==> src/logic/core_pkg.sv <==
`default_nettype none

package core_pkg;

   // Widths that carry a meaning
   typedef logic [63:0] xlen_t;     // Register value or data word
   typedef logic [31:0] insn_t;
   typedef logic [4:0]  reg_idx_t;

   // Major opcodes
   localparam logic [6:0] OP_IMM   = 7'b0010011;
   localparam logic [6:0] OP_REG   = 7'b0110011;
   localparam logic [6:0] OP_LOAD  = 7'b0000011;
   localparam logic [6:0] OP_STORE = 7'b0100011;
   localparam logic [6:0] OP_TRAP  = 7'h6b;     // Simulation trap, code in x10

   // funct3 values
   localparam logic [2:0] F3_ADD   = 3'b000;
   localparam logic [2:0] F3_XOR   = 3'b100;
   localparam logic [2:0] F3_OR    = 3'b110;
   localparam logic [2:0] F3_AND   = 3'b111;
   localparam logic [2:0] F3_LD_SD = 3'b011;    // Doubleword access

   localparam logic [6:0] F7_SUB   = 7'b0100000;

   typedef enum logic
   {
      FETCH_RUN,
      FETCH_HALT
   } fetch_state_e;

endpackage

`default_nettype wire

==> src/logic/pipe_if.sv <==
`default_nettype none

// One instruction moving between two pipeline stages
interface pipe_if;
   import core_pkg::*;

   logic     valid;
   logic     stall;        // Back from the receiving stage
   xlen_t    pc;
   insn_t    insn;
   reg_idx_t rd;
   logic     rf_we;
   logic     is_load;
   logic     is_store;
   logic     is_trap;
   xlen_t    result;       // ALU value or memory address
   xlen_t    store_data;

   modport src
   (
      output valid, pc, insn, rd, rf_we, is_load, is_store, is_trap, result, store_data,
      input  stall
   );

   modport dst
   (
      input  valid, pc, insn, rd, rf_we, is_load, is_store, is_trap, result, store_data,
      output stall
   );

endinterface

`default_nettype wire

==> src/logic/commit_monitor.sv <==
`default_nettype none

module commit_monitor
(
   input  wire                  clock,
   input  wire                  rst,
   pipe_if.dst                  i_m2c,
   input  wire core_pkg::xlen_t i_x10,

   output logic                 o_commit_valid,
   output core_pkg::xlen_t      o_commit_pc,
   output core_pkg::insn_t      o_commit_insn,
   output logic                 o_commit_wen,
   output logic [7:0]           o_commit_wdest,
   output core_pkg::xlen_t      o_commit_wdata,

   output logic                 o_trap_valid,
   output logic [7:0]           o_trap_code,
   output logic [63:0]          o_cycle_cnt,
   output logic [63:0]          o_instr_cnt
);

   assign i_m2c.stall = 1'b0;   // Pure observer

   always_ff @(posedge clock)
      if (rst)
         begin
            o_commit_valid <= 1'b0;
            o_trap_valid   <= 1'b0;
            o_cycle_cnt    <= '0;
            o_instr_cnt    <= '0;
         end
      else
         begin
            o_commit_valid <= i_m2c.valid;
            o_commit_pc    <= i_m2c.pc;
            o_commit_insn  <= i_m2c.insn;
            o_commit_wen   <= i_m2c.rf_we && (i_m2c.rd != '0);
            o_commit_wdest <= {3'b000, i_m2c.rd};
            o_commit_wdata <= i_m2c.result;

            // Earlier writes to x10 have already landed
            o_trap_valid <= i_m2c.valid && i_m2c.is_trap;
            o_trap_code  <= i_x10[7:0];

            if (i_m2c.valid)
               o_instr_cnt <= o_instr_cnt + 64'd1;   // Includes the trap itself
            o_cycle_cnt <= o_cycle_cnt + 64'd1;
         end

endmodule

`default_nettype wire

==> src/flat_wrapper.sv <==
// flat-port wrapper written by rule: the top's interface ports become plain ports
module commit_monitor_flat 
  (clock, rst, i_x10, o_commit_valid, o_commit_pc, o_commit_insn, o_commit_wen, o_commit_wdest, o_commit_wdata, o_trap_valid, o_trap_code, o_cycle_cnt, o_instr_cnt, i_m2c_valid, i_m2c_pc, i_m2c_insn, i_m2c_rd, i_m2c_rf_we, i_m2c_is_load, i_m2c_is_store, i_m2c_is_trap, i_m2c_result, i_m2c_store_data, i_m2c_stall);
  pipe_if i_m2c_i ();
  input  wire clock;
  input  wire rst;
  input  wire core_pkg::xlen_t i_x10;
  output logic o_commit_valid;
  output core_pkg::xlen_t o_commit_pc;
  output core_pkg::insn_t o_commit_insn;
  output logic o_commit_wen;
  output logic [7:0] o_commit_wdest;
  output core_pkg::xlen_t o_commit_wdata;
  output logic o_trap_valid;
  output logic [7:0] o_trap_code;
  output logic [63:0] o_cycle_cnt;
  output logic [63:0] o_instr_cnt;
  input wire logic [$bits(i_m2c_i.valid)-1:0] i_m2c_valid;
  input wire logic [$bits(i_m2c_i.pc)-1:0] i_m2c_pc;
  input wire logic [$bits(i_m2c_i.insn)-1:0] i_m2c_insn;
  input wire logic [$bits(i_m2c_i.rd)-1:0] i_m2c_rd;
  input wire logic [$bits(i_m2c_i.rf_we)-1:0] i_m2c_rf_we;
  input wire logic [$bits(i_m2c_i.is_load)-1:0] i_m2c_is_load;
  input wire logic [$bits(i_m2c_i.is_store)-1:0] i_m2c_is_store;
  input wire logic [$bits(i_m2c_i.is_trap)-1:0] i_m2c_is_trap;
  input wire logic [$bits(i_m2c_i.result)-1:0] i_m2c_result;
  input wire logic [$bits(i_m2c_i.store_data)-1:0] i_m2c_store_data;
  output wire logic [$bits(i_m2c_i.stall)-1:0] i_m2c_stall;
  assign i_m2c_i.valid = i_m2c_valid;
  assign i_m2c_i.pc = i_m2c_pc;
  assign i_m2c_i.insn = i_m2c_insn;
  assign i_m2c_i.rd = i_m2c_rd;
  assign i_m2c_i.rf_we = i_m2c_rf_we;
  assign i_m2c_i.is_load = i_m2c_is_load;
  assign i_m2c_i.is_store = i_m2c_is_store;
  assign i_m2c_i.is_trap = i_m2c_is_trap;
  assign i_m2c_i.result = i_m2c_result;
  assign i_m2c_i.store_data = i_m2c_store_data;
  assign i_m2c_stall = i_m2c_i.stall;
  commit_monitor u_core (.clock(clock), .rst(rst), .i_m2c(i_m2c_i), .i_x10(i_x10), .o_commit_valid(o_commit_valid), .o_commit_pc(o_commit_pc), .o_commit_insn(o_commit_insn), .o_commit_wen(o_commit_wen), .o_commit_wdest(o_commit_wdest), .o_commit_wdata(o_commit_wdata), .o_trap_valid(o_trap_valid), .o_trap_code(o_trap_code), .o_cycle_cnt(o_cycle_cnt), .o_instr_cnt(o_instr_cnt));
endmodule
==> config.mk <==
export PLATFORM = sky130hd
export DESIGN_NAME = commit_monitor_flat
export DESIGN_NICKNAME = d
export VERILOG_FILES = /design/src/logic/core_pkg.sv /design/src/logic/pipe_if.sv /design/src/logic/commit_monitor.sv /design/src/flat_wrapper.sv
export SDC_FILE = /design/constraint.sdc
export NUM_CORES = 1
export LEC_CHECK = 0
export BUFFER_PORTS_ARGS = -buffer_cell sky130_fd_sc_hd__buf_2
export CORE_AREA = 2 2 234 236
export DETAILED_ROUTE_END_ITERATION = 8
export DIE_AREA = 0 0 236 238
export SYNTH_ARGS = -nofsm -noshare
export SYNTH_HDL_FRONTEND = slang
export SYNTH_SLANG_ARGS = --single-unit
==> constraint.sdc <==
create_clock -name clock -period 5.7 [get_ports clock]
set_clock_uncertainty 0.05 [all_clocks]
set_input_delay 0.285 -clock clock [delete_from_list [all_inputs] [get_ports clock]]
set_output_delay 0.285 -clock clock [all_outputs]
set_load 0.02 [all_outputs]
[Yosys cells after proc, flatten, opt, wreduce, memory -nomap -nowiden]
Cells that the tools add are included.
Cells by class
  $add $sub $neg: 2
  multipliers: 0
  div/mod/pow operators: 0
  $lt $le $gt $ge: 0
  eq/ne operators: 0
  shifts and indexed selects: 0
  muxes and demuxes: 0
  bitwise logic cells: 0
  reductions and logical operators: 3
Operator list (number)
  $add 64x1->64 const B: 2
  $reduce_bool 5->1: 1
  $logic_and 1x1->1: 2
Word-level totals
  bits in registers: 304
  bits in latches: 0
  bits in writable memories: 0
  bits in read-only memories: 0
  input bits: 300
  memories kept: 0

[Longest topological paths before layout]
  depth after elaboration: 2
  mapped depth: 7

[Least setup slack after synthesis]
Ideal clock, no wire load.
  path type: input to register
  from: in rst
  to: reg u_core.o_commit_insn[0] (enable)
  library setup time: 1.594 ns
  arrival time: 3.856 ns
  setup slack: 0.200 ns
  cell stages on the path: 2
  path buffers: 1
  cells stage by stage: clkbuf_1 > clkinv_1
RTL lines
  start, declared: RTL line flat_wrapper.sv:6  | input wire rst;
  end signal, assigned: RTL line commit_monitor.sv:37  | o_commit_insn <= i_m2c.insn;
  end, declared: RTL line commit_monitor.sv:12  | output core_pkg::insn_t o_commit_insn,
No word-level cell between the ends.

[Worst setup path in the final report]
  from: reg u_core.o_cycle_cnt[0]
  to: reg u_core.o_cycle_cnt[50]
Between the ends
  longest elaborated chain between the ends: 1
Ends and longest elaborated chain
  start, declared: RTL line commit_monitor.sv:19  | output logic [63:0] o_cycle_cnt,
  start signal, assigned: RTL line commit_monitor.sv:48  | o_cycle_cnt <= o_cycle_cnt + 64'd1;
  $add 64x1->64: RTL line commit_monitor.sv:48
No other way between the ends.
A chain may end at the register's enable or synchronous reset.

==> impl_metrics.toml <==
[worst_setup_path]
path_buf_inv = 0
cp-startpoint = "u_core.o_cycle_cnt[0]$_SDFF_PP0_"
cp_max_fo = 15
critPathArrivalTime_ns = 3.49
path_delay_family = "simple AND/OR/NAND/NOR gates"
crit_path_start_kind = "register"
cpPeakStageDelay_ns = 0.74
setup.worst_path.end = "u_core.o_cycle_cnt[50]$_SDFF_PP0_"
rrSetupSlack_ns = 2.61
worstSetupPathDepth = 6
r2r-end = "u_core.o_cycle_cnt[50]$_SDFF_PP0_"
cp_slowest_cell = "nand4_1"
cp-end-kind = "register"
ff2ff_path_depth = 6
crit_chain = "ha_1 -> nand2_1 -> nor4_2 -> nand4_1 -> or4_1 -> a21oi_1"
r2r-start = "u_core.o_cycle_cnt[0]$_SDFF_PP0_"
required_ns = 6.10
path_class = "register to register"

[sta]
finalSetupTns_ns = 0
grt_setup_unrepaired = "no"
clock.fmax_ghz = 0.324
finalCritPeriodShare_pct = 54.2
whs_ns = 0.0826
fin_crit_ns = 3.09
slew_viol_final = 0
finalSetupViolCount = 0
max_slew_margin_pct = 35.4
hold_viol_final = 0
worstMarginPinSlew_ns = 0.968

[detailed_routing]
met3WireLength_mm = 3.26
routed_wl_mm = 41.9
vias_per_cell = 4.43
drc_errors = 0
top_layer = "met5"
wl_met2_mm = 20.4
wl_per_cell_um = 18.0
drt_first_pass_iters = 5
ant_nets = 0
first_iter_violations = 510
vias = 10300
wl_met1_mm = 16.6

[clocking]
cts_tree = "yes"
ctsLongestPathBuffers = 3
cts_root_buffer = "clkbuf_16"
htreeDepth = 2
numCtsBuffers = 35
ctsResizeCount = 0
clkLatencyLatePin_ns = 0.53
cts.clk_slew.worst_paths_ns = 0.06
cts.sinks = 304

[synth]
ys_ff_latch = 304
syn_inst = 933
synth_ff_type = "edfxtp_1"
synth_top_area_cell = "edfxtp_1"
synth_cell_types = 51
async_flop_share_pct = 0
avgSynthCellArea_sq_um = 12.4
synth_area_leaders = "edfxtp_1 45%, dfxtp_1 23%, xor2_1 3.2%"
synth_edf_count = 174
synth_top_cell_area_share_pct = 45.2
syn_area_sq_um = 11600
yosysSeqAreaShare_pct = 67.7
yosysWarnings = 0

[cells_and_area]
syn_to_final_growth_pct = 51.9
design_area_sq_um = 17600
layout_common_cells = "480 x buf_2, 175 x dlygate4sd3_1, 174 x edfxtp_1"
drive_above_1_share_pct = 34.3
fin_nets = 1899
fillCellCount = 5401
final_core_util_pct = 32.8
final_common_cell = "buf_2"

[floorplanning]
die-area_sq_um = 56200
core.rowCount = 85
core_area_sq_um = 53500
die_h_um = 238
initial_core_util_pct = 21.6
ios = 608
die_x_um = 236

[placed_design]
dpl_cell_area_sq_um = 14700
port-buffer-count = 481
gp_congestion = 0.816
dpl.hpwl_mm = 30.0

[grt]
grt_pass1_vias = 9881
track_usage_pct = 14.1
grt_start_max_net_pins = 108
antenna_found_initial = 5
grt_first_pass_wirelength_mm = 61.1
overflow = 0

[power_and_ir_drop]
p_sw_share_pct = 24.4
combPwrFrac_pct = 9.4
internal_power_uw = 3840
leakagePower_uw = 0.00701
power.switching_uw = 1240
seqPwrFrac_pct = 48.6
power.density_nw_per_um2 = 289
clockPowerShare_pct = 42.0
ir_drop_uv = 225
power_uw = 5080

[run_status]
status = "finished clean"

[hold_path]
hp-class = "input pin to register"

[run]
max_cap_violations = 0
## layout make-up
cell class | count | area, sq um | area share [%]
multi-input combinational | 584 | 3530 | 20.1
inverter | 14 | 60.1 | 0.342
sequential | 304 | 7830 | 44.6
timing repair buffer | 658 | 4180 | 23.8
tap | 696 | 871 | 4.96
clock inverter | 17 | 115 | 0.656
antenna | 3 | 7.51 | 0.0428
clock buffer | 45 | 965 | 5.50
## what timing repair did
item / CTS / global route
hold buffers: 175 / 0
hold endpoints to repair: 175 / 0
buffers inserted: 0 / 0
## metal layers
metal	track usage [%]	up-vias
met5	0	-
met4	6.08	2
met3	4.12	62
met2	23.9	414
met1	16.6	4972
li1	-	4838
## state kept, by name (all words and copies together), names as in the netlist
name                   cells
u_core.o_commit_pc        64
u_core.o_commit_wdata     64
u_core.o_cycle_cnt        64
u_core.o_instr_cnt        64
u_core.o_commit_insn      32
u_core.o_trap_code         8
u_core.o_commit_wdest      5
u_core.o_commit_valid      1
u_core.o_commit_wen        1
u_core.o_trap_valid        1
## cells in the mapped netlist, types with 5 or more instances
library cell	n
nand4b_1	8
and4_1	11
xnor2_1	21
a21oi_1	50
and2_1	8
edfxtp_1	174
inv_1	13
and3_1	22
clkbuf_1	20
nor3_1	13
nand4_1	49
nand3_1	39
buf_2	5
nor2_1	91
o31ai_1	15
nor2b_1	7
xor2_1	42
nor4_1	17
dfxtp_1	130
nand2_1	66
or4_1	23
or3_1	23
o21ai_0	25
o41ai_1	11
## worst min-delay path by stage
stage / startpoint / to / slack (ns) / depth (start not counted)
after floorplan: i_m2c_insn[0] / u_core.o_commit_insn[0]$_DFFE_PN_ / 0.33 / 0
after global placement: u_core.o_cycle_cnt[0]$_SDFF_PP0_ / u_core.o_cycle_cnt[0]$_SDFF_PP0_ / 0.40 / 1
after detailed placement: i_m2c_insn[22] / u_core.o_commit_insn[22]$_DFFE_PN_ / 0.41 / 1
after CTS: i_m2c_valid / u_core.o_commit_valid$_SDFF_PP0_ / 0.04 / 2
after global routing: i_m2c_valid / u_core.o_commit_valid$_SDFF_PP0_ / 0.06 / 2
final: i_m2c_valid / u_core.o_commit_valid$_SDFF_PP0_ / 0.08 / 2
## stage by stage
stage | worst slack [ns] | std cells
6_report | 2.61 | 2321
2_1_floorplan | 0.200 | 936
4_1_cts | 2.61 | 2318
5_1_grt | 2.51 | 2321
3_5_place_dp | 2.64 | 2081
3_3_place_gp | 2.69 | 2081
## power groups by stage
stage	Sequential, uW	Clock, uW	Combinational [uW]
finish	2470	2130	478
global route	2480	2300	501
CTS	2470	2200	480
detailed placement	2510	0	379
global placement	2510	0	375
floorplan	2660	0	42.7
## logic make-up after synthesis
family                   count (synthesis)  share of synthesized area, %
adder cells (fa/ha/maj)                  2                         0.216
buffers and inverters                   48                          1.82
other                                    1                        0.0324
AND/OR/NAND/NOR                        399                          19.2
flip-flops                             304                          67.7
XOR/XNOR                                63                          4.77
AO/OA/AOI/OAI                          110                          5.68
multiplexers                             6                         0.574
Power figures use the tool's default switching activity.
