==> src/logic/core_pkg.sv <==
`default_nettype none

package core_pkg;

   // Widths that carry a meaning
   typedef logic [63:0] xlen_t;     // Register value or data word
   typedef logic [31:0] insn_t;
   typedef logic [4:0]  reg_idx_t;

   // Major opcodes
   localparam logic [6:0] OP_IMM   = 7'b0010011;
   localparam logic [6:0] OP_REG   = 7'b0110011;
   localparam logic [6:0] OP_LOAD  = 7'b0000011;
   localparam logic [6:0] OP_STORE = 7'b0100011;
   localparam logic [6:0] OP_TRAP  = 7'h6b;     // Simulation trap, code in x10

   // funct3 values
   localparam logic [2:0] F3_ADD   = 3'b000;
   localparam logic [2:0] F3_XOR   = 3'b100;
   localparam logic [2:0] F3_OR    = 3'b110;
   localparam logic [2:0] F3_AND   = 3'b111;
   localparam logic [2:0] F3_LD_SD = 3'b011;    // Doubleword access

   localparam logic [6:0] F7_SUB   = 7'b0100000;

   typedef enum logic
   {
      FETCH_RUN,
      FETCH_HALT
   } fetch_state_e;

endpackage

`default_nettype wire

==> src/logic/pipe_if.sv <==
`default_nettype none

// One instruction moving between two pipeline stages
interface pipe_if;
   import core_pkg::*;

   logic     valid;
   logic     stall;        // Back from the receiving stage
   xlen_t    pc;
   insn_t    insn;
   reg_idx_t rd;
   logic     rf_we;
   logic     is_load;
   logic     is_store;
   logic     is_trap;
   xlen_t    result;       // ALU value or memory address
   xlen_t    store_data;

   modport src
   (
      output valid, pc, insn, rd, rf_we, is_load, is_store, is_trap, result, store_data,
      input  stall
   );

   modport dst
   (
      input  valid, pc, insn, rd, rf_we, is_load, is_store, is_trap, result, store_data,
      output stall
   );

endinterface

`default_nettype wire

==> src/logic/exec_stage.sv <==
`default_nettype none

module exec_stage
(
   input  wire                     clock,
   input  wire                     rst,
   pipe_if.dst                     i_f2e,
   pipe_if.src                     o_e2m,
   output core_pkg::reg_idx_t      o_rs1_idx,
   output core_pkg::reg_idx_t      o_rs2_idx,
   input  wire core_pkg::xlen_t    i_rs1_dat,
   input  wire core_pkg::xlen_t    i_rs2_dat,
   output logic                    o_halt
);
   import core_pkg::*;

   logic [6:0] opcode;
   logic [2:0] funct3;
   logic [6:0] funct7;
   reg_idx_t   rd_idx;
   xlen_t      imm_i;
   xlen_t      imm_s;
   xlen_t      alu_res;
   logic       rf_we_d;
   logic       is_load_d;
   logic       is_store_d;
   logic       is_trap_d;
   logic       uses_rs1;
   logic       uses_rs2;
   logic       hazard;
   logic       take;
   logic       trapped_q;   // Everything behind the trap is dropped

   assign opcode    = i_f2e.insn[6:0];
   assign rd_idx    = i_f2e.insn[11:7];
   assign funct3    = i_f2e.insn[14:12];
   assign funct7    = i_f2e.insn[31:25];
   assign o_rs1_idx = i_f2e.insn[19:15];
   assign o_rs2_idx = i_f2e.insn[24:20];
   assign imm_i     = {{52{i_f2e.insn[31]}}, i_f2e.insn[31:20]};
   assign imm_s     = {{52{i_f2e.insn[31]}}, i_f2e.insn[31:25], i_f2e.insn[11:7]};

   always_comb
      begin
         alu_res    = i_rs1_dat + imm_i;
         rf_we_d    = 1'b0;
         is_load_d  = 1'b0;
         is_store_d = 1'b0;
         is_trap_d  = 1'b0;
         uses_rs1   = 1'b1;
         uses_rs2   = 1'b0;
         case (opcode)
            OP_IMM:
               rf_we_d = (funct3 == F3_ADD);
            OP_REG:
               begin
                  uses_rs2 = 1'b1;
                  rf_we_d  = 1'b1;
                  case (funct3)
                     F3_ADD:
                        alu_res = (funct7 == F7_SUB) ? i_rs1_dat - i_rs2_dat
                                                     : i_rs1_dat + i_rs2_dat;
                     F3_XOR:  alu_res = i_rs1_dat ^ i_rs2_dat;
                     F3_OR:   alu_res = i_rs1_dat | i_rs2_dat;
                     F3_AND:  alu_res = i_rs1_dat & i_rs2_dat;
                     default: rf_we_d = 1'b0;
                  endcase
               end
            OP_LOAD:
               begin
                  is_load_d = (funct3 == F3_LD_SD);
                  rf_we_d   = is_load_d;
               end
            OP_STORE:
               begin
                  uses_rs2   = 1'b1;
                  is_store_d = (funct3 == F3_LD_SD);
                  alu_res    = i_rs1_dat + imm_s;
               end
            OP_TRAP:
               begin
                  uses_rs1  = 1'b0;
                  is_trap_d = 1'b1;
               end
            default:
               uses_rs1 = 1'b0;   // Unknown, commits without a write
         endcase
      end

   // Producer still in e2m has not reached the register file yet
   assign hazard = i_f2e.valid && !trapped_q && o_e2m.valid && o_e2m.rf_we
                   && (o_e2m.rd != '0)
                   && ((uses_rs1 && o_rs1_idx == o_e2m.rd) || (uses_rs2 && o_rs2_idx == o_e2m.rd));

   assign i_f2e.stall = hazard || o_e2m.stall;
   assign take        = i_f2e.valid && !i_f2e.stall;
   assign o_halt      = i_f2e.valid && is_trap_d && !trapped_q;

   always_ff @(posedge clock)
      if (rst)
         begin
            o_e2m.valid <= 1'b0;
            trapped_q   <= 1'b0;
         end
      else
         begin
            if (take && is_trap_d)
               trapped_q <= 1'b1;

            if (!o_e2m.stall)
               begin
                  o_e2m.valid      <= take && !trapped_q;
                  o_e2m.pc         <= i_f2e.pc;
                  o_e2m.insn       <= i_f2e.insn;
                  o_e2m.rd         <= rd_idx;
                  o_e2m.rf_we      <= rf_we_d;
                  o_e2m.is_load    <= is_load_d;
                  o_e2m.is_store   <= is_store_d;
                  o_e2m.is_trap    <= is_trap_d;
                  o_e2m.result     <= alu_res;
                  o_e2m.store_data <= i_rs2_dat;
               end
         end

   // Fetch must not deliver anything behind the trap
   a_halt_drains: assert property (@(posedge clock) disable iff (rst)
      (o_halt && !i_f2e.stall) |=> !i_f2e.valid);

endmodule

`default_nettype wire

==> src/flat_wrapper.sv <==
// flat-port wrapper written by rule: the top's interface ports become plain ports
module exec_stage_flat import core_pkg::*;
  (clock, rst, o_rs1_idx, o_rs2_idx, i_rs1_dat, i_rs2_dat, o_halt, i_f2e_valid, i_f2e_pc, i_f2e_insn, i_f2e_rd, i_f2e_rf_we, i_f2e_is_load, i_f2e_is_store, i_f2e_is_trap, i_f2e_result, i_f2e_store_data, i_f2e_stall, o_e2m_valid, o_e2m_pc, o_e2m_insn, o_e2m_rd, o_e2m_rf_we, o_e2m_is_load, o_e2m_is_store, o_e2m_is_trap, o_e2m_result, o_e2m_store_data, o_e2m_stall);
  pipe_if i_f2e_i ();
  pipe_if o_e2m_i ();
  input  wire clock;
  input  wire rst;
  output core_pkg::reg_idx_t o_rs1_idx;
  output core_pkg::reg_idx_t o_rs2_idx;
  input  wire core_pkg::xlen_t i_rs1_dat;
  input  wire core_pkg::xlen_t i_rs2_dat;
  output logic o_halt;
  input wire logic [$bits(i_f2e_i.valid)-1:0] i_f2e_valid;
  input wire logic [$bits(i_f2e_i.pc)-1:0] i_f2e_pc;
  input wire logic [$bits(i_f2e_i.insn)-1:0] i_f2e_insn;
  input wire logic [$bits(i_f2e_i.rd)-1:0] i_f2e_rd;
  input wire logic [$bits(i_f2e_i.rf_we)-1:0] i_f2e_rf_we;
  input wire logic [$bits(i_f2e_i.is_load)-1:0] i_f2e_is_load;
  input wire logic [$bits(i_f2e_i.is_store)-1:0] i_f2e_is_store;
  input wire logic [$bits(i_f2e_i.is_trap)-1:0] i_f2e_is_trap;
  input wire logic [$bits(i_f2e_i.result)-1:0] i_f2e_result;
  input wire logic [$bits(i_f2e_i.store_data)-1:0] i_f2e_store_data;
  output wire logic [$bits(i_f2e_i.stall)-1:0] i_f2e_stall;
  output wire logic [$bits(o_e2m_i.valid)-1:0] o_e2m_valid;
  output wire logic [$bits(o_e2m_i.pc)-1:0] o_e2m_pc;
  output wire logic [$bits(o_e2m_i.insn)-1:0] o_e2m_insn;
  output wire logic [$bits(o_e2m_i.rd)-1:0] o_e2m_rd;
  output wire logic [$bits(o_e2m_i.rf_we)-1:0] o_e2m_rf_we;
  output wire logic [$bits(o_e2m_i.is_load)-1:0] o_e2m_is_load;
  output wire logic [$bits(o_e2m_i.is_store)-1:0] o_e2m_is_store;
  output wire logic [$bits(o_e2m_i.is_trap)-1:0] o_e2m_is_trap;
  output wire logic [$bits(o_e2m_i.result)-1:0] o_e2m_result;
  output wire logic [$bits(o_e2m_i.store_data)-1:0] o_e2m_store_data;
  input wire logic [$bits(o_e2m_i.stall)-1:0] o_e2m_stall;
  assign i_f2e_i.valid = i_f2e_valid;
  assign i_f2e_i.pc = i_f2e_pc;
  assign i_f2e_i.insn = i_f2e_insn;
  assign i_f2e_i.rd = i_f2e_rd;
  assign i_f2e_i.rf_we = i_f2e_rf_we;
  assign i_f2e_i.is_load = i_f2e_is_load;
  assign i_f2e_i.is_store = i_f2e_is_store;
  assign i_f2e_i.is_trap = i_f2e_is_trap;
  assign i_f2e_i.result = i_f2e_result;
  assign i_f2e_i.store_data = i_f2e_store_data;
  assign i_f2e_stall = i_f2e_i.stall;
  assign o_e2m_valid = o_e2m_i.valid;
  assign o_e2m_pc = o_e2m_i.pc;
  assign o_e2m_insn = o_e2m_i.insn;
  assign o_e2m_rd = o_e2m_i.rd;
  assign o_e2m_rf_we = o_e2m_i.rf_we;
  assign o_e2m_is_load = o_e2m_i.is_load;
  assign o_e2m_is_store = o_e2m_i.is_store;
  assign o_e2m_is_trap = o_e2m_i.is_trap;
  assign o_e2m_result = o_e2m_i.result;
  assign o_e2m_store_data = o_e2m_i.store_data;
  assign o_e2m_i.stall = o_e2m_stall;
  exec_stage u_core (.clock(clock), .rst(rst), .i_f2e(i_f2e_i), .o_e2m(o_e2m_i), .o_rs1_idx(o_rs1_idx), .o_rs2_idx(o_rs2_idx), .i_rs1_dat(i_rs1_dat), .i_rs2_dat(i_rs2_dat), .o_halt(o_halt));
endmodule
==> config.mk <==
export PLATFORM = sky130hd
export DESIGN_NAME = exec_stage_flat
export DESIGN_NICKNAME = d
export VERILOG_FILES = /design/src/logic/core_pkg.sv /design/src/logic/pipe_if.sv /design/src/logic/exec_stage.sv /design/src/flat_wrapper.sv
export SDC_FILE = /design/constraint.sdc
export NUM_CORES = 1
export LEC_CHECK = 0
export BUFFER_PORTS_ARGS = -buffer_cell sky130_fd_sc_hd__buf_2
export CORE_AREA = 2 2 235 237
export CTS_BUF_LIST = sky130_fd_sc_hd__clkbuf_2
export CTS_CLUSTER_DIAMETER = 120
export DETAILED_ROUTE_END_ITERATION = 10
export DIE_AREA = 0 0 237 239
export PLACE_DENSITY = 0.74
export SLEW_MARGIN = 25
export SYNTH_ARGS = -nofsm -noshare
export SYNTH_HDL_FRONTEND = slang
export SYNTH_SLANG_ARGS = --single-unit
==> constraint.sdc <==
create_clock -name clock -period 22.3 [get_ports clock]
set_clock_uncertainty 0.05 [all_clocks]
set_input_delay 5.575 -clock clock [delete_from_list [all_inputs] [get_ports clock]]
set_output_delay 5.575 -clock clock [all_outputs]
set_load 0.1 [all_outputs]
* Yosys cells after proc, flatten, opt, wreduce, memory -nomap -nowiden
Cells that the tools add are included.
** Cells by class
- Divide/modulo/power cells :: 0
- Magnitude comparators :: 0
- Bitwise logic cells :: 5
- Mux-type cells :: 8
- Add/subtract/negate cells :: 4
- Multipliers :: 0
- Equal/unequal tests :: 12
- Reduce and logical (&&, ||, !) cells :: 22
- Shifts and indexed selects :: 0
** Operators by type and width (count)
- 64-bit case mux with 4 select lines :: 1
- 64-bit adder :: 3
- 64-bit case mux with 2 select lines :: 1
- 64-bit AND :: 1
- 64-bit two-way mux :: 1
- 64-bit OR :: 1
- 64-bit subtractor :: 1
- 64-bit bitwise XOR :: 1
- 7-bit by 6-bit equality test with 1-bit output, second input constant :: 3
- 1-bit logical AND :: 12
- 5-bit equality test :: 2
- 3-bit equality test, second input constant :: 3
- 4-bit OR reduction :: 2
- 7-bit by 2-bit equality test with 1-bit output, second input constant :: 1
- 7-bit by 5-bit equality test with 1-bit output, second input constant :: 1
- 7-bit equality test, second input constant :: 1
- 5-bit nonzero test :: 1
- 1-bit two-way mux :: 4
- 3-bit by 2-bit equality test with 1-bit output, second input constant :: 1
- 3-bit zero test :: 1
- 1-bit case mux with 3 select lines :: 1
- 1-bit zero test :: 2
- 1-bit logical OR :: 2
- 1-bit NOT :: 2
- other kinds (2) :: 2
** Word-level totals
- RAM bits :: 0
- Output and inout port bits :: 246
- Register bits :: 235
- Logic and storage cells :: 62
- Bits in read-only memories :: 0
- Memories :: 0
- Latch bits :: 0

* Longest topological paths before layout
- Depth in word-level cells :: 10
- Depth in mapped cells :: 20

* Least setup slack after synthesis
No wires, ideal clock.
- Path type :: in2reg
- Start point :: input port rst
- End point :: register u_core.o_e2m.insn[0], enable pin
- Required time :: 21426 ps
- Setup slack :: 6393 ps
- Cell stages on the path :: 1
- Buffers on the path :: 0
- Setup time :: 824 ps
- Arrival :: 15033 ps
- Path through :: nor2_1
** On the way
- Word-level cells in the longest chain between the ends :: 2
** Ends and longest elaborated chain
- start, declared :: line flat_wrapper.sv:7 : input wire rst;
- 1-bit NOT (no line)
- 2-bit AND reduction (no line)
- end, declared :: line pipe_if.sv:21 : output valid, pc, insn, rd, rf_we, is_load, is_store, is_trap, result, store_data,
Every way passes these cells.
A chain may end at the register's enable or synchronous reset.

* Final worst setup path
- Start point :: input port i_f2e_insn[2]
- End point :: output port i_f2e_stall
** On the way
- Word-level cells in the longest chain between the ends :: 7
- Elaborated cells on any way between the ends :: 13
- Classes of those cells :: 4 x eq/ne; 2 x mux; 7 x reduce/logical
** Ends and longest elaborated chain
- start, declared :: line flat_wrapper.sv:15 : input wire logic [$bits(i_f2e_i.insn)-1:0] i_f2e_insn;
- 7-bit by 5-bit equality test with 1-bit output, or another cell as far along :: line exec_stage.sv:52 : case (opcode)
- 4-bit OR reduction (no line) / 2-bit OR reduction (equally long branches)
- 1-bit two-way mux :: line exec_stage.sv:52
- 1-bit logical AND :: line exec_stage.sv:93 : && ((uses_rs1 && o_rs1_idx == o_e2m.rd) || (uses_rs2 && o_rs2_idx == o_e2m.rd));
- 1-bit logical OR * :: line exec_stage.sv:93
- 1-bit logical AND * :: line exec_stage.sv:93
- 1-bit logical OR * :: line exec_stage.sv:95 : assign i_f2e.stall = hazard || o_e2m.stall;
- end, declared :: line flat_wrapper.sv:23 : output wire logic [$bits(i_f2e_i.stall)-1:0] i_f2e_stall;
Every way passes the cells marked *; elsewhere a longest branch is shown, timed or not.

==> reports/metrics.cfg <==
[power_and_ir_drop]
powerDensity_nw_per_um2 = 59.4
ir_drop_mv = 0.0424
p_leak_nw = 11.7

[yosys]
synthTopCellsByArea = edfxtp_1 29%, ha_1 14%, a21oi_1 7.4%
ys_seq_elements = 230
synth_top_family_by_area = compound AO/OA/AOI/OAI gates
synth_nets = 3524
synth_xor_area_frac = 0.0644
synth_compound_area_frac = 0.278
yosysTopAreaCell = edfxtp_1
async_flop_share = 0
avgSynthCellArea_sq_um = 8.22
yosysSeqAreaShare = 0.289
synth_fa_ha_area_frac = 0.139
yosys.area_share.simple = 0.155
synth_mux_area_frac = 0.0139
synth-edff-count = 228
synth_flop_cell = edfxtp_1
postSynthCellCount = 2896
synth.cell_area_sq_um = 23800
synth-warning-count = 0
synth.top_cell.area_share = 0.288
yosys.cell_types.count = 83

[timing]
tightest_slew_ns = 1.08
whs_ns = 0.438
fin_crit_sh = 0.585
setup_viol = 0
fin_tns_setup_ns = 0
rsz0062_at_grt = no
finalHoldViolations = 0
slew_headroom = 0.277
clock.fmax_mhz = 76.6
min_period_ns = 13.06
drv_slew = 0

[outcome]
status = complete, no violations

[clocking]
cts_tree = built
clockBufferDepth = 3
cts_sinks = 230
path_clk_slew_ns = 0.11
clock-root-buffer = clkbuf_2
clkLatencyLatePin_ns = 1.12
cts_hold_buf = 0
cts_resized = 0
post_cts_buffers = 0
htreeDepth = 2
cts_inserted_buffers = 57

[floorplan]
chipHeight_um = 239
floorplan.die_area_sq_um = 56600
start_util = 0.438
coreArea_sq_um = 54300
ios = 611
row_count = 86
die_x_um = 237

[drt]
drt_iter0_drc = 2452
drcViolationCount = 0
wirelength_um = 102000
wl_per_cell_um = 25.1
num_vias = 25200
first_pass_iters = 5
antenna_left = 0
viasPerCell = 6.22

[global_route]
grt_start_max_net_pins = 78
grt_pass1_vias = 22900
antenna_found_initial = 17
grt_pass1_wl_um = 145000
grt_overflow_total = 0
grt_usage = 0.343

[run]
cap_viol_max_count = 0

[setup_path]
endpoint_kind = output pin
worstPathRequired_ns = 16.68
worstRegToRegCells = 7
path_max_fanout = 5
timing.rr.start = u_core.o_e2m.insn[11]
cp_data_arrival_time_ns = 7.43
startpoint_type = input pin
crit_type = in -> out
reg2reg_setup_slack_ns = 20.16
worstReg2RegEnd = u_core.o_e2m.valid

[layout]
area_growth_pct = 14.2
layout.nets = 3928
drive_above_1_share = 0.193

[hold_path]
whs_path_depth = 2
min_from = u_core.trapped_q
min-delay-path-class = reg -> reg
min_to = u_core.trapped_q

[placed_design]
gp_congestion = 1.05
place_hpwl_um = 80800
port_buffers = 473

-- worst max path at each step --
stage          depth (start not counted)              endpoint     startpoint  slack [ns]
3_3_place_gp                           7           i_f2e_stall  i_f2e_insn[2]        9.33
4_1_cts                                7           i_f2e_stall  i_f2e_insn[2]        9.29
6_report                               7           i_f2e_stall  i_f2e_insn[2]        9.24
2_1_floorplan                          1  u_core.o_e2m.insn[0]            rst        6.39
5_1_grt                                7           i_f2e_stall  i_f2e_insn[2]        9.10
3_5_place_dp                           7           i_f2e_stall  i_f2e_insn[2]        9.30
-- kinds of logic (layout without fill, tap and decap cells) --
kind of cell	count (synthesis)	count (layout)
AO/OA/AOI/OAI	1056	1056
AND/OR/NAND/NOR	776	776
buffers and inverters	364	809
adder cells (fa/ha/maj)	263	263
flip-flops	230	230
XOR/XNOR	174	174
multiplexers	33	33
other	0	9
-- flip-flops by register name, summed over array words and instances, names as in the netlist --
| signal | count |
|---|---|
| u_core.o_e2m.store_data | 64 |
| u_core.o_e2m.result | 64 |
| u_core.trapped_q | 1 |
| u_core.o_e2m.valid | 1 |
| u_core.o_e2m.insn | 28 |
| u_core.o_e2m.pc | 64 |
| u_core.o_e2m.is_trap | 1 |
| u_core.o_e2m.rd | 4 |
| u_core.o_e2m.is_load | 1 |
| u_core.o_e2m.rf_we | 1 |
| u_core.o_e2m.is_store | 1 |
-- synth_stat cells (8+ instances only) --
cell type	count
and3_1	22
clkbuf_1	126
a21boi_0	13
ha_1	260
a211oi_1	38
a221oi_1	21
nand2b_1	19
nor4_1	22
o311ai_0	9
nor2_1	202
or2_2	11
nand3_1	42
o21a_1	23
nor3_1	52
nand2_1	266
o31a_1	12
inv_1	204
a21oi_1	354
or3_1	19
o221ai_1	21
and4_1	9
edfxtp_1	228
nor2b_1	11
xnor2_1	120
o31ai_1	22
xor2_1	53
a31oi_1	33
buf_1	16
o21ai_0	234
and2_1	12
a22oi_1	29
mux2i_1	33
o22ai_1	38
buf_4	15
o211ai_1	17
o21bai_1	30
a31o_2	8
a21o_1	64
nand4_1	61
-- final cells by class --
class	count	area, sq um
antenna	9	22.5
multi-input combinational	2302	15500
clock inverter	20	92.6
fill	5258	27200
sequential	230	6890
clock buffer	80	400
inverter	204	766
tap	704	881
timing repair buffer	505	2610
-- report_power, final --
part / internal (mW) / switching, mW / total [mW]
Clock: 0.0989 / 0.184 / 0.283
Sequential: 0.516 / 0.00911 / 0.526
Combinational: 0.195 / 0.610 / 0.805
-- cells in the final DEF (no fill, tap or decap), types with 38 or more instances in the layout --
| cell | n |
|---|---|
| a211oi_1 | 38 |
| a21o_1 | 64 |
| a21oi_1 | 354 |
| buf_2 | 472 |
| clkbuf_2 | 80 |
| edfxtp_1 | 228 |
| ha_1 | 260 |
| inv_1 | 204 |
| nand2_1 | 265 |
| nand3_1 | 42 |
| nand4_1 | 61 |
| nor2_1 | 196 |
| nor3_1 | 52 |
| o21ai_0 | 234 |
| o22ai_1 | 38 |
| xnor2_1 | 120 |
| xor2_1 | 53 |
-- critical path, stage by stage --
cell and delay (ns):
buf_2 0.10, nand3b_1 0.17, or3_1 0.45, a2111oi_0 0.44, nor2_1 0.15, inv_1 0.10, buf_2 0.43
-- metrics by stage --
stage                     area [sq um]  setup slack, ns  cells   util  power [mW]
final                            27200             9.24   4054  0.500        1.61
after global routing             27200             9.10   4049  0.500        1.69
after CTS                        27100             9.29   4045  0.500        1.61
after detailed placement         26700             9.30   3945  0.490        1.32
after global placement           26700             9.33   3945  0.490        1.32
after floorplan                  23800             6.39   2896      -        1.11
-- metal layers --
metal | part of all wire | vias up | GRT usage
met5 | 0.0011 | - | 0
met3 | 0.090 | 343 | 0.0725
met4 | 0.075 | 18 | 0.230
met2 | 0.45 | 1396 | 0.552
li1 | - | 11600 | -
met1 | 0.39 | 11800 | 0.414
Power figures use the tool's default switching activity.
